<file path="config.mk">
export PLATFORM = sky130hd
export DESIGN_NAME = expipe_top
export DESIGN_NICKNAME = d
export VERILOG_FILES = /design/src/verilog/expipe_pkg.sv /design/src/verilog/expipe_top.sv /design/src/verilog/cdb_arbiter.sv /design/src/verilog/issue_arbiter.sv /design/src/verilog/op_only_rs.sv /design/src/verilog/modn_counter.sv
export VERILOG_INCLUDE_DIRS = /design/src /design/src/verilog
export SDC_FILE = /design/constraint.sdc
export NUM_CORES = 1
export LEC_CHECK = 0
export BUFFER_PORTS_ARGS = -buffer_cell sky130_fd_sc_hd__buf_4
export CORE_UTILIZATION = 47
export DETAILED_ROUTE_END_ITERATION = 8
export GPL_TIMING_DRIVEN = 0
export SKIP_LAST_GASP = 1
export SLEW_MARGIN = 20
export SYNTH_ARGS = -nofsm -noshare
export SYNTH_HDL_FRONTEND = slang
export SYNTH_SLANG_ARGS = --single-unit
</file>
<file path="constraint.sdc">
create_clock -name clk_i -period 4.6 [get_ports clk_i]
set_input_delay 0.23 -clock clk_i [delete_from_list [all_inputs] [get_ports clk_i]]
set_output_delay 0.23 -clock clk_i [all_outputs]
set_load 0.03 [all_outputs]
</file>
<file path="src/verilog/expipe_defines.svh">
// Global sizing macros for the execution back end, included by the package and by the RTL
`ifndef EXPIPE_DEFINES_SVH
`define EXPIPE_DEFINES_SVH

// ----------------------------------------
// Data path widths
// ----------------------------------------

// Operand and result width
`define EXPIPE_XLEN 32

// ROB entry tag width
// Sets the number of in-flight tags seen on the CDB
`define EXPIPE_ROB_IDX_W 4

// ----------------------------------------
// Reservation station sizing
// ----------------------------------------

// Entries per station
// Power of two only, the FIFO pointers wrap on it
`define EXPIPE_RS_DEPTH 4

// Number of stations behind the issue arbiter
// Also the number of station inputs on the CDB arbiter
`define EXPIPE_NUM_RS 3

`endif
</file>
<file path="src/verilog/expipe_pkg.sv">
// Shared data types for the back end, imported by every RTL module that carries issue or CDB data
`include "expipe_defines.svh"

package expipe_pkg;

    // ----------------------------------------
    // Plain vector types
    // ----------------------------------------

    // Operand or result value
    typedef logic [`EXPIPE_XLEN-1:0] xlen_t;

    // ROB entry tag
    typedef logic [`EXPIPE_ROB_IDX_W-1:0] rob_idx_t;

    // Station number used to steer an issue
    // Values at or above EXPIPE_NUM_RS are not decoded
    typedef logic [$clog2(`EXPIPE_NUM_RS)-1:0] rs_sel_t;

    // ----------------------------------------
    // Bus packets
    // ----------------------------------------

    // One CDB broadcast
    typedef struct packed {
        // Tag of the producing instruction
        rob_idx_t   rob_idx;
        // Result value
        xlen_t      value;
        // Producer hit an exception, consumers must not wake
        logic       except_raised;
        // Passed through untouched
        logic [3:0] except_code;
    } cdb_data_t;

    // One decoded instruction from the front end
    typedef struct packed {
        // Target station
        rs_sel_t  rs_sel;
        // Operand already known at issue
        logic     rs1_ready;
        // Producer tag while the operand is still missing
        rob_idx_t rs1_idx;
        // Operand value, meaningful only with rs1_ready
        xlen_t    rs1_value;
        // Tag given to this instruction's result
        rob_idx_t dest_idx;
    } issue_req_t;

endpackage

</file>
<file path="src/verilog/expipe_top.sv">
// Top level of the back-end slice, wiring the issue arbiter, the station array and the CDB arbiter
`timescale 1ns/1ps
`include "expipe_defines.svh"

module expipe_top import expipe_pkg::*; (
    input  logic       clk_i,
    input  logic       rst_n_i,
    input  logic       flush_i,

    // Issue port
    input  logic       issue_valid_i,
    output logic       issue_ready_o,
    input  issue_req_t issue_req_i,

    // External writeback port
    input  logic       ext_wb_valid_i,
    input  cdb_data_t  ext_wb_i,

    // CDB out
    output logic       cdb_valid_o,
    output cdb_data_t  cdb_o
);

    // ----------------------------------------
    // Interconnect
    // ----------------------------------------

    logic [`EXPIPE_NUM_RS-1:0] rs_issue_valid;
    logic [`EXPIPE_NUM_RS-1:0] rs_issue_ready;
    logic [`EXPIPE_NUM_RS-1:0] rs_req_valid;
    logic [`EXPIPE_NUM_RS-1:0] rs_grant;
    cdb_data_t                 rs_result [`EXPIPE_NUM_RS];

    issue_arbiter u_issue_arb (
        .issue_valid_i (issue_valid_i),
        .issue_req_i   (issue_req_i),
        .issue_ready_o (issue_ready_o),
        .rs_valid_o    (rs_issue_valid),
        .rs_ready_i    (rs_issue_ready)
    );

    // Same request fans out, only the steered valid differs
    for (genvar g = 0; g < `EXPIPE_NUM_RS; g++) begin : gen_rs
        op_only_rs u_rs (
            .clk_i         (clk_i),
            .rst_n_i       (rst_n_i),
            .flush_i       (flush_i),
            .issue_valid_i (rs_issue_valid[g]),
            .issue_ready_o (rs_issue_ready[g]),
            .issue_req_i   (issue_req_i),
            .cdb_valid_i   (cdb_valid_o),
            .cdb_i         (cdb_o),
            .rs_ready_i    (rs_grant[g]),
            .rs_valid_o    (rs_req_valid[g]),
            .rs_data_o     (rs_result[g])
        );
    end

    cdb_arbiter u_cdb_arb (
        .clk_i          (clk_i),
        .rst_n_i        (rst_n_i),
        .flush_i        (flush_i),
        .ext_wb_valid_i (ext_wb_valid_i),
        .ext_wb_i       (ext_wb_i),
        .rs_valid_i     (rs_req_valid),
        .rs_data_i      (rs_result),
        .rs_ready_o     (rs_grant),
        .cdb_valid_o    (cdb_valid_o),
        .cdb_o          (cdb_o)
    );

endmodule

</file>
<file path="src/verilog/cdb_arbiter.sv">
// Picks one CDB source per cycle from external writeback and the stations, then registers it onto the CDB
`timescale 1ns/1ps
`include "expipe_defines.svh"

module cdb_arbiter import expipe_pkg::*; (
    input  logic                      clk_i,
    input  logic                      rst_n_i,
    input  logic                      flush_i,

    // Other execution units, no back-pressure
    input  logic                      ext_wb_valid_i,
    input  cdb_data_t                 ext_wb_i,

    // Station requests and grants
    input  logic [`EXPIPE_NUM_RS-1:0] rs_valid_i,
    input  cdb_data_t                 rs_data_i [`EXPIPE_NUM_RS],
    output logic [`EXPIPE_NUM_RS-1:0] rs_ready_o,

    // Registered broadcast
    output logic                      cdb_valid_o,
    output cdb_data_t                 cdb_o
);

    rs_sel_t   rr_ptr_q;
    rs_sel_t   win_idx;
    logic      win_found;
    logic      sel_valid;
    cdb_data_t sel_data;

    // ----------------------------------------
    // Round-robin search from the pointer
    // ----------------------------------------

    always_comb begin : rr_pick
        int unsigned idx;
        win_found = 1'b0;
        win_idx   = '0;
        for (int off = 0; off < `EXPIPE_NUM_RS; off++) begin
            idx = (int'(rr_ptr_q) + off) % `EXPIPE_NUM_RS;
            // First requester at or after the pointer
            if (!win_found && rs_valid_i[idx]) begin
                win_found = 1'b1;
                win_idx   = rs_sel_t'(idx);
            end
        end
    end

    // External writeback beats every station
    always_comb begin
        rs_ready_o = '0;
        sel_valid  = 1'b0;
        sel_data   = ext_wb_i;
        if (flush_i) begin
            // Nothing goes out while flushing
            sel_valid = 1'b0;
        end else if (ext_wb_valid_i) begin
            sel_valid = 1'b1;
        end else if (win_found) begin
            rs_ready_o[win_idx] = 1'b1;
            sel_valid           = 1'b1;
            sel_data            = rs_data_i[win_idx];
        end
    end

    // ----------------------------------------
    // Pointer and CDB register
    // ----------------------------------------

    always_ff @(posedge clk_i or negedge rst_n_i) begin
        if (!rst_n_i) begin
            rr_ptr_q    <= '0;
            cdb_valid_o <= 1'b0;
        end else if (flush_i) begin
            rr_ptr_q    <= '0;
            cdb_valid_o <= 1'b0;
        end else begin
            cdb_valid_o <= sel_valid;
            // Step past the station just served
            if (|rs_ready_o) begin
                if (int'(win_idx) == `EXPIPE_NUM_RS - 1) begin
                    rr_ptr_q <= '0;
                end else begin
                    rr_ptr_q <= win_idx + 1'b1;
                end
            end
        end
    end

    // Packet held until the next winner
    always_ff @(posedge clk_i) begin
        if (sel_valid) begin
            cdb_o <= sel_data;
        end
    end

endmodule

</file>
<file path="src/verilog/issue_arbiter.sv">
// Steers the single issue port to the station named in the request and returns that station's ready
`timescale 1ns/1ps
`include "expipe_defines.svh"

module issue_arbiter import expipe_pkg::*; (
    // Front end handshake
    input  logic                      issue_valid_i,
    input  issue_req_t                issue_req_i,
    output logic                      issue_ready_o,

    // Per-station handshake
    output logic [`EXPIPE_NUM_RS-1:0] rs_valid_o,
    input  logic [`EXPIPE_NUM_RS-1:0] rs_ready_i
);

    // ----------------------------------------
    // Selector decode
    // ----------------------------------------

    rs_sel_t sel;
    logic    sel_ok;

    assign sel = issue_req_i.rs_sel;

    // Codes past the last station go nowhere
    assign sel_ok = (int'(sel) < `EXPIPE_NUM_RS);

    always_comb begin
        // Nothing raised by default
        rs_valid_o    = '0;
        issue_ready_o = 1'b0;

        if (sel_ok) begin
            // Only the addressed station sees valid
            rs_valid_o[sel] = issue_valid_i;
            // Ready comes back from that same station
            issue_ready_o   = rs_ready_i[sel];
        end
    end

endmodule

</file>
<file path="src/verilog/op_only_rs.sv">
// Operand-only reservation station, one per generate slot, holding instructions until their operand is known
`timescale 1ns/1ps
`include "expipe_defines.svh"

module op_only_rs import expipe_pkg::*; (
    input  logic       clk_i,
    input  logic       rst_n_i,
    input  logic       flush_i,

    // Issue side
    input  logic       issue_valid_i,
    output logic       issue_ready_o,
    input  issue_req_t issue_req_i,

    // Wakeup bus
    input  logic       cdb_valid_i,
    input  cdb_data_t  cdb_i,

    // Drain side, ready is the CDB grant
    input  logic       rs_ready_i,
    output logic       rs_valid_o,
    output cdb_data_t  rs_data_o
);

    localparam int PTR_W = $clog2(`EXPIPE_RS_DEPTH);

    // Payload part of an entry
    typedef struct packed {
        rob_idx_t rs1_idx;
        xlen_t    rs1_value;
        rob_idx_t dest_idx;
    } rs_entry_t;

    // ----------------------------------------
    // Storage
    // ----------------------------------------

    rs_entry_t entries [`EXPIPE_RS_DEPTH];

    // Status bits per entry
    logic [`EXPIPE_RS_DEPTH-1:0] valid_q;
    logic [`EXPIPE_RS_DEPTH-1:0] op_ready_q;

    // FIFO pointers
    logic [PTR_W-1:0] head_idx;
    logic [PTR_W-1:0] tail_idx;

    logic push;
    logic pop;

    // Per-entry tag match on the CDB
    logic [`EXPIPE_RS_DEPTH-1:0] wake;

    // Operand arrives on the CDB in the same cycle as its consumer
    logic push_fwd;

    // Clean broadcast, exception results never wake anyone
    logic cdb_clean;

    // ----------------------------------------
    // Handshake and control
    // ----------------------------------------

    // Room only while the tail slot is free
    assign issue_ready_o = !valid_q[tail_idx] && !flush_i;
    assign push          = issue_valid_i && issue_ready_o;

    // Head leaves only with its operand in hand
    assign rs_valid_o = valid_q[head_idx] && op_ready_q[head_idx];
    assign pop        = rs_valid_o && rs_ready_i && !flush_i;

    assign cdb_clean = cdb_valid_i && !cdb_i.except_raised;

    always_comb begin
        for (int i = 0; i < `EXPIPE_RS_DEPTH; i++) begin
            wake[i] = cdb_clean && valid_q[i] && !op_ready_q[i]
                      && (entries[i].rs1_idx == cdb_i.rob_idx);
        end
    end

    assign push_fwd = cdb_clean && !issue_req_i.rs1_ready
                      && (issue_req_i.rs1_idx == cdb_i.rob_idx);

    // ----------------------------------------
    // Status update
    // ----------------------------------------

    always_ff @(posedge clk_i or negedge rst_n_i) begin
        if (!rst_n_i) begin
            valid_q    <= '0;
            op_ready_q <= '0;
        end else if (flush_i) begin
            valid_q    <= '0;
            op_ready_q <= '0;
        end else begin
            // Wakeups first, push and pop touch other slots
            for (int i = 0; i < `EXPIPE_RS_DEPTH; i++) begin
                if (wake[i]) begin
                    op_ready_q[i] <= 1'b1;
                end
            end
            if (pop) begin
                valid_q[head_idx] <= 1'b0;
            end
            if (push) begin
                valid_q[tail_idx]    <= 1'b1;
                op_ready_q[tail_idx] <= issue_req_i.rs1_ready || push_fwd;
            end
        end
    end

    // Payload, valid bits qualify it
    always_ff @(posedge clk_i) begin
        for (int i = 0; i < `EXPIPE_RS_DEPTH; i++) begin
            if (wake[i]) begin
                entries[i].rs1_value <= cdb_i.value;
            end
        end
        if (push) begin
            entries[tail_idx].rs1_idx   <= issue_req_i.rs1_idx;
            entries[tail_idx].dest_idx  <= issue_req_i.dest_idx;
            // Take the broadcast value when it beats the entry in
            entries[tail_idx].rs1_value <= push_fwd ? cdb_i.value : issue_req_i.rs1_value;
        end
    end

    // ----------------------------------------
    // Pointers
    // ----------------------------------------

    modn_counter #(
        .N(`EXPIPE_RS_DEPTH)
    ) u_head_cnt (
        .clk_i   (clk_i),
        .rst_n_i (rst_n_i),
        .en_i    (pop),
        .clr_i   (flush_i),
        .count_o (head_idx)
    );

    modn_counter #(
        .N(`EXPIPE_RS_DEPTH)
    ) u_tail_cnt (
        .clk_i   (clk_i),
        .rst_n_i (rst_n_i),
        .en_i    (push),
        .clr_i   (flush_i),
        .count_o (tail_idx)
    );

    // Result is the operand itself, tagged with the head's destination
    assign rs_data_o.rob_idx       = entries[head_idx].dest_idx;
    assign rs_data_o.value         = entries[head_idx].rs1_value;
    assign rs_data_o.except_raised = 1'b0;
    assign rs_data_o.except_code   = 4'h0;

endmodule

</file>
<file path="src/verilog/modn_counter.sv">
// Wrap-around counter modulo N with synchronous clear, instantiated for the station FIFO pointers
`timescale 1ns/1ps

module modn_counter #(
    parameter int N = 4
) (
    input  logic                 clk_i,
    input  logic                 rst_n_i,
    input  logic                 en_i,
    input  logic                 clr_i,
    output logic [$clog2(N)-1:0] count_o
);

    localparam int CNT_W = $clog2(N);

    // Terminal value before the wrap
    localparam logic [CNT_W-1:0] LAST = CNT_W'(N - 1);

    always_ff @(posedge clk_i or negedge rst_n_i) begin
        if (!rst_n_i) begin
            count_o <= '0;
        end else if (clr_i) begin
            // Clear wins over enable
            count_o <= '0;
        end else if (en_i) begin
            if (count_o == LAST) begin
                count_o <= '0;
            end else begin
                count_o <= count_o + 1'b1;
            end
        end
    end

endmodule

</file>
==> results of run 1 <==
## kinds of logic after synthesis
group,synth area share
adder cells (fa/ha/maj),0.0120
AO/OA/AOI/OAI,0.0395
buffers and inverters,0.0311
multiplexers,0.254
flip-flops,0.611
AND/OR/NAND/NOR,0.0356
XOR/XNOR,0.0174
## area by class of cell
| cell class | count | area [µm²] | share of cell area |
|---|---|---|---|
| plain buffers | 168 | 708 | 0.0220 |
| clock buffers | 89 | 1850 | 0.0577 |
| inverters | 38 | 143 | 0.00444 |
| flip-flops and latches | 560 | 16600 | 0.517 |
| clock inverters | 26 | 175 | 0.00545 |
| repair buffers | 211 | 1860 | 0.0578 |
| well taps | 756 | 946 | 0.0294 |
| multi-input cells | 897 | 9850 | 0.306 |
## registers in the layout (all words and copies together) (netlist names)
signal,count
gen_rs.u_rs.entries,480
gen_rs.u_rs.valid_q,12
gen_rs.u_rs.u_tail_cnt.count_o,6
u_cdb_arb.rr_ptr_q,2
gen_rs.u_rs.op_ready_q,12
u_cdb_arb.cdb_o,41
u_cdb_arb.cdb_valid_o,1
gen_rs.u_rs.u_head_cnt.count_o,6
## how the worst max path moves through the flow
| stage | from | to | slack, ns | cells past startpoint |
|---|---|---|---|---|
| after floorplan | gen_rs[1].u_rs.u_head_cnt.count_o[0] | u_cdb_arb.cdb_o[0] | 0.88 | 6 |
| after global placement | gen_rs[1].u_rs.u_head_cnt.count_o[0] | u_cdb_arb.cdb_o[31] | -1.74 | 6 |
| after detailed placement | gen_rs[1].u_rs.u_tail_cnt.count_o[0] | gen_rs[1].u_rs.entries[0][13] | 0.87 | 7 |
| after CTS | gen_rs[1].u_rs.u_tail_cnt.count_o[0] | gen_rs[1].u_rs.entries[0][10] | 0.84 | 7 |
| after global routing | gen_rs[1].u_rs.u_tail_cnt.count_o[0] | gen_rs[1].u_rs.entries[0][10] | 0.59 | 7 |
| final | gen_rs[1].u_rs.u_tail_cnt.count_o[0] | gen_rs[1].u_rs.entries[0][10] | 0.72 | 7 |
## power groups by stage
stage,sequential (mW),clock [mW],combinational [mW]
3_3_place_gp,5.75,0,0.548
3_5_place_dp,5.75,0,0.569
4_1_cts,5.64,5.06,0.625
5_1_grt,5.64,5.23,0.673
6_report,5.64,5.00,0.625
2_1_floorplan,5.77,0,0.306
## layout by cell type (no fill, tap or decap), drive strengths merged, types with 39 or more instances in the layout
cell / count
edfxtp: 521
clkbuf: 195
inv: 39
mux2: 384
buf: 197
dfrtp: 39
nand2: 39
nor2: 74
mux4: 111
dlygate4sd3: 76
## worst min-delay path, delay by kind of cell
family / cells / cell delay, ns
AO/OA/AOI/OAI: 1 / 0.16
AND/OR/NAND/NOR: 1 / 0.03
buffers and inverters: 1 / 0.08
## per-stage QoR
step                      cell area [µm²]  setup TNS [ns]  hold WS (ns)  cells  setup slack (ns)
after floorplan                     27200               0       -0.0656   1663             0.881
after global placement              29100          -72.75         0.255   2549             -1.74
after detailed placement            29400               0         0.260   2554             0.867
after CTS                           32200               0       0.00425   2745             0.839
after global routing                32200               0        0.0221   2745             0.594
final                               32200               0        0.0381   2745             0.717
## layer usage
layer | up-vias | GRT usage
met2 | 612 | 0.422
met5 | - | 0
met3 | 116 | 0.0484
li1 | 7110 | -
met4 | 0 | 0.0762
met1 | 8626 | 0.381
## repair_timing
item                                   CTS  global route
setup buffers                            0             0
endpoints found under the hold margin  237             0
resized for setup                        0             0
setup endpoints to repair                0             0
hold buffers                            76             0
==> run metrics, run 1 <==
RSZ-0062 raised after global routing=no; aggregate global-route resource usage=0.268; P_int=8.84 mW; FFs w/ async S/R, synth=0.0696; met3 WL=about 5400 µm; 1st-iter DRT viols=1700; largest cells by area after synthesis=edfxtp_1 (57%), mux2_2 (15%), mux4_2 (9.2%); Post-Route Utilization=0.566; maximum clock frequency=0.258 GHz; Die Y=243 µm; detailed placer's ending HPWL=48100 µm; WHS Endpoint=u_cdb_arb.cdb_o[33]; Slew HR=0.265; core area=approximately 0.057 mm²; post-route ant nets=0; data arrival time of the critical path=4.22 ns; Die W=between 200 and 250 µm; DR vias=between 15000 and 20000; Sw Share=0.215; # DRC=0; CP Buf/Inv Count=1; worst-margin pin slew=roughly 1.1 ns; met2 WL post-DR=36500 µm; NetSw=2.43 mW; CP Max Fanout=10; total power=11.3 mW; vias in the first global route=16700; delay-heaviest family, CP=simple AND/OR/NAND/NOR gates; I/O pin count=approximately 130; count of different cell masters after synthesis=55; first-pass GRT wire length=114000 µm; Clk pin slew, worst setup/hold paths=0.06 ns; number of max-cap violations=0; top cells by instance count after synthesis=edfxtp_1 (521), mux2_2 (356), mux4_2 (111); post-DR vias/cell=6.00; critical path launch point type=flip-flop; routed len/inst=28.4 µm; Met1 Wirelength=34100 µm; worst setup path class=reg -> reg; #FFs+latches synth=560; RR Startpoint=gen_rs[1].u_rs.u_tail_cnt.count_o[0]; Clock Latency Late Sink=0.60 ns; RR Endpoint=gen_rs[1].u_rs.entries[0][10]; crit-path cells=mux2i_1, nor2_1, nor4_2, nand2_1, nor2_1, buf_2, mux2_2; Avg Synthesized Cell Area=16.4 µm²; CTS tree=built; number of H-tree levels=3; final wirelength=just under 80000 µm; Hold Crit Class=in -> reg; # nets final=2057; LEAKAGE=approximately 11 nW; hold path cells=3; share of the synthesized area in the top cell type=0.575; outcome=completed; Seq pwr share=0.501; Yosys warnings=0; share of post-route cells with drive strength above 1=0.389; overflow left after global routing=0; uppermost layer routed=met4; final setup violation count=0; Buffers on Ports=130; P&R area growth vs syn=18.2%; syn_nets=1778; initial antenna violation count=0; ANT cells=0; Clk pwr share=0.444; Worst IR Drop VDD=between 200 and 300 µV; Hold Startpoint=ext_wb_i[33]; CTS Root Buffer Type=clkbuf_16; crit share post-route=0.844; critical path's slowest cell=nor4_2; clock skew=between 0.02 and 0.03 ns; most frequent cell after synthesis=edfxtp_1; cells after synthesis=~1700; Min Clock Period, post-route=3.88 ns; initial core utilization=0.479; final-layout fill cell count=4599; Post-Syn Area=0.0272 mm²; CP dominant cell by count=nor2_1; Critical Path Max Stage Delay=0.67 ns; Combinational Power Share=0.055; reg2reg setup slack=0.72 ns; CTS max path bufs=3; Hold Fails Final Rpt=0; CP endpoint kind=flip-flop; Post-synth EDFFs=between 500 and 600; Synth Flop Type=edfxtp_1; biggest area consumer among synthesized cells=edfxtp_1; CTS buffer count=66; sequential area share after synthesis=0.611; largest net degree at the start of global routing=40; Std-Cell Rows=87; Cell Pwr Density=350 mW/mm²; DIE AREA=0.0589 mm²; RePlAce Congestion=0.834; TritonRoute pass-1 iters=5; critical path required time=4.94 ns; Clock Sink Count=between 500 and 600; Reg2Reg Depth=7; Final Max Tran Viols=0
Note: power is estimated with default switching activity, not from simulation.
==> run 2: changes to the inputs <==
==> constraint.sdc (replaced) <==
create_clock -name clk_i -period 3.96 [get_ports clk_i]
set_input_delay 0.198 -clock clk_i [delete_from_list [all_inputs] [get_ports clk_i]]
set_output_delay 0.198 -clock clk_i [all_outputs]
set_load 0.03 [all_outputs]
==> run metrics, run 2 (same netlist as run 1, synthesis figures left out) <==
P_int=10.3 mW (was 8.84 mW); maximum clock frequency=0.266 GHz (was 0.258 GHz); Die W=243 µm (unchanged); 1st-iter DRT viols=1671 (was 1700); CP endpoint kind=flip-flop (unchanged); Seq pwr share=0.501 (about the same); LEAKAGE=10.8 nW (about the same); RR Startpoint=gen_rs[1].u_rs.u_tail_cnt.count_o[0] (unchanged); RSZ-0062 raised after global routing=no (unchanged); met3 WL=5170 µm (was 5420 µm); initial antenna violation count=0 (unchanged); uppermost layer routed=met4 (unchanged); # DRC=0 (unchanged); TritonRoute pass-1 iters=5 (unchanged); Clock Latency Late Sink=0.60 ns (about the same); Hold Crit Class=in -> reg (unchanged); critical path required time=4.29 ns (was 4.94 ns); max reg flops=480 (unchanged); number of H-tree levels=3 (unchanged); post-DR vias/cell=6.02 (was 6.00); final-layout fill cell count=4593 (was 4599); initial core utilization=0.479 (unchanged); largest net degree at the start of global routing=40 (unchanged); top flop regs=gen_rs.u_rs.entries x480, u_cdb_arb.cdb_o x41 (unchanged); data arrival time of the critical path=4.09 ns (was 4.22 ns); post-route ant nets=0 (unchanged); share of post-route cells with drive strength above 1=0.388 (was 0.389); I/O pin count=132 (unchanged); first-pass GRT wire length=114000 µm (about the same); Post-DP Area=0.0294 mm² (unchanged); Buffers on Ports=130 (unchanged); number of max-cap violations=0 (unchanged); # nets final=2063 (was 2057); Hold Fails Final Rpt=0 (unchanged); reg2reg setup slack=0.20 ns (was 0.72 ns); worst-margin pin slew=1.16 ns (was 1.09 ns); Die Y=243 µm (unchanged); Slew HR=0.222 (was 0.265); NetSw=2.82 mW (was 2.43 mW); critical path launch point type=flip-flop (unchanged); Reg2Reg Depth=7 (unchanged); Met1 Wirelength=34300 µm (was 34100 µm); final wirelength=78100 µm (was 78000 µm); CTS tree=built (unchanged); commonest cells after routing, fill and taps aside=edfxtp_1 (521), mux2_2 (356), buf_4 (132), clkbuf_1 (119), mux4_2 (111) (unchanged); Worst IR Drop VDD=313 µV (was 270 µV); Cell Pwr Density=406 mW/mm² (was 350 mW/mm²); crit path launch=gen_rs[1].u_rs.u_tail_cnt.count_o[0] (unchanged); Min Clock Period, post-route=3.76 ns (was 3.88 ns); DR vias=16600 (was 16500); routed len/inst=28.4 µm (about the same); CTS buffer count=66 (unchanged); leading cell type in the layout, fill and taps excluded=edfxtp_1 (unchanged); DIE AREA=0.0589 mm² (unchanged); detailed placer's ending HPWL=48100 µm (unchanged); RePlAce Congestion=0.834 (unchanged); CTS max path bufs=3 (unchanged); Reg area=0.0166 mm² (unchanged); setup TNS=0 ns (unchanged); CP Max Fanout=10 (unchanged); ANT cells=0 (unchanged); clock skew=0.0280 ns (was 0.0294 ns); RR Endpoint=gen_rs[1].u_rs.entries[3][30] (was gen_rs[1].u_rs.entries[0][10]); Sw Share=0.215 (about the same); worst setup path class=reg -> reg (unchanged); Std-Cell Rows=87 (unchanged); vias in the first global route=16800 (was 16700); Worst Setup EP=gen_rs[1].u_rs.entries[3][30] (was gen_rs[1].u_rs.entries[0][10]); design area=0.0322 mm² (about the same); Combinational Power Share=0.056 (was 0.055); met2 WL post-DR=36600 µm (was 36500 µm); core area=0.0568 mm² (unchanged); Clk pwr share=0.444 (about the same); multi-input logic area=0.00985 mm² (about the same); CTS Root Buffer Type=clkbuf_16 (unchanged); outcome=completed (unchanged); Clk pin slew, worst setup/hold paths=0.06 ns (about the same); P&R area growth vs syn=18.4% (was 18.2%); Clock Sink Count=560 (unchanged); Largest Register=gen_rs.u_rs.entries (unchanged); Hold Startpoint=ext_wb_i[38] (was ext_wb_i[33]); Final Max Tran Viols=0 (unchanged); aggregate global-route resource usage=0.268 (about the same); overflow left after global routing=0 (unchanged); crit share post-route=0.950 (was 0.844); final setup violation count=0 (unchanged)
run 2: area by class of cell:
cell class	instances	share of cell area
multi-input cells	897	0.306
clock buffers	89	0.0576
repair buffers	217	0.0595
inverters	38	0.00443
well taps	756	0.0294
plain buffers	168	0.0220
clock inverters	26	0.00544
flip-flops and latches	560	0.516
run 2: how the worst min path moves through the flow:
stage	end	cells past startpoint	slack (ns)
after floorplan	gen_rs[0].u_rs.op_ready_q[0]	0	-0.1
after global placement	gen_rs[0].u_rs.op_ready_q[0]	1	0.22
after detailed placement	gen_rs[0].u_rs.op_ready_q[0]	1	0.23
after CTS	u_cdb_arb.cdb_o[38]	3	0.003
after global routing	u_cdb_arb.cdb_o[38]	3	0.04
final	u_cdb_arb.cdb_o[38]	3	0.05
run 2: timing repair:
item                       4_1_cts  5_1_grt
hold endpoints to repair       243        0
setup endpoints to repair        0       15
hold buffers                    82        0
setup buffers                    0        0
resized for setup                0        1
run 2: worst max-delay path, stage by stage (launching register included):
cell and delay [ns]:
dfrtp_1 0.47, mux2i_1 0.24, nor2_1 0.12, nor4_2 0.70, nand2_1 0.43, nor2_1 0.65
buf_2 0.48, mux2_2 0.38
run 2: power groups by stage:
stage | registers (mW) | logic (mW) | clock network [mW]
floorplan | 6.70 | 0.355 | 0
global route | 6.56 | 0.787 | 6.08
global placement | 6.68 | 0.636 | 0
CTS | 6.55 | 0.730 | 5.88
detailed placement | 6.68 | 0.660 | 0
finish | 6.55 | 0.731 | 5.81
run 2: layer usage:
layer	vias up	GRT usage
li1	7125	-
met1	8713	0.381
met2	589	0.423
met3	126	0.0482
met4	0	0.0762
met5	-	0
run 2: stage by stage:
stage	util	hold slack [ns]	power [mW]	setup WS [ns]	instances
after floorplan	-	-0.0976	7.06	0.241	1663
after global placement	0.513	0.223	7.32	-2.38	2549
after detailed placement	0.517	0.228	7.34	0.227	2554
after CTS	0.567	0.00296	13.2	0.199	2751
after global routing	0.567	0.0364	13.4	0.0964	2751
final	0.567	0.0522	13.1	0.200	2751
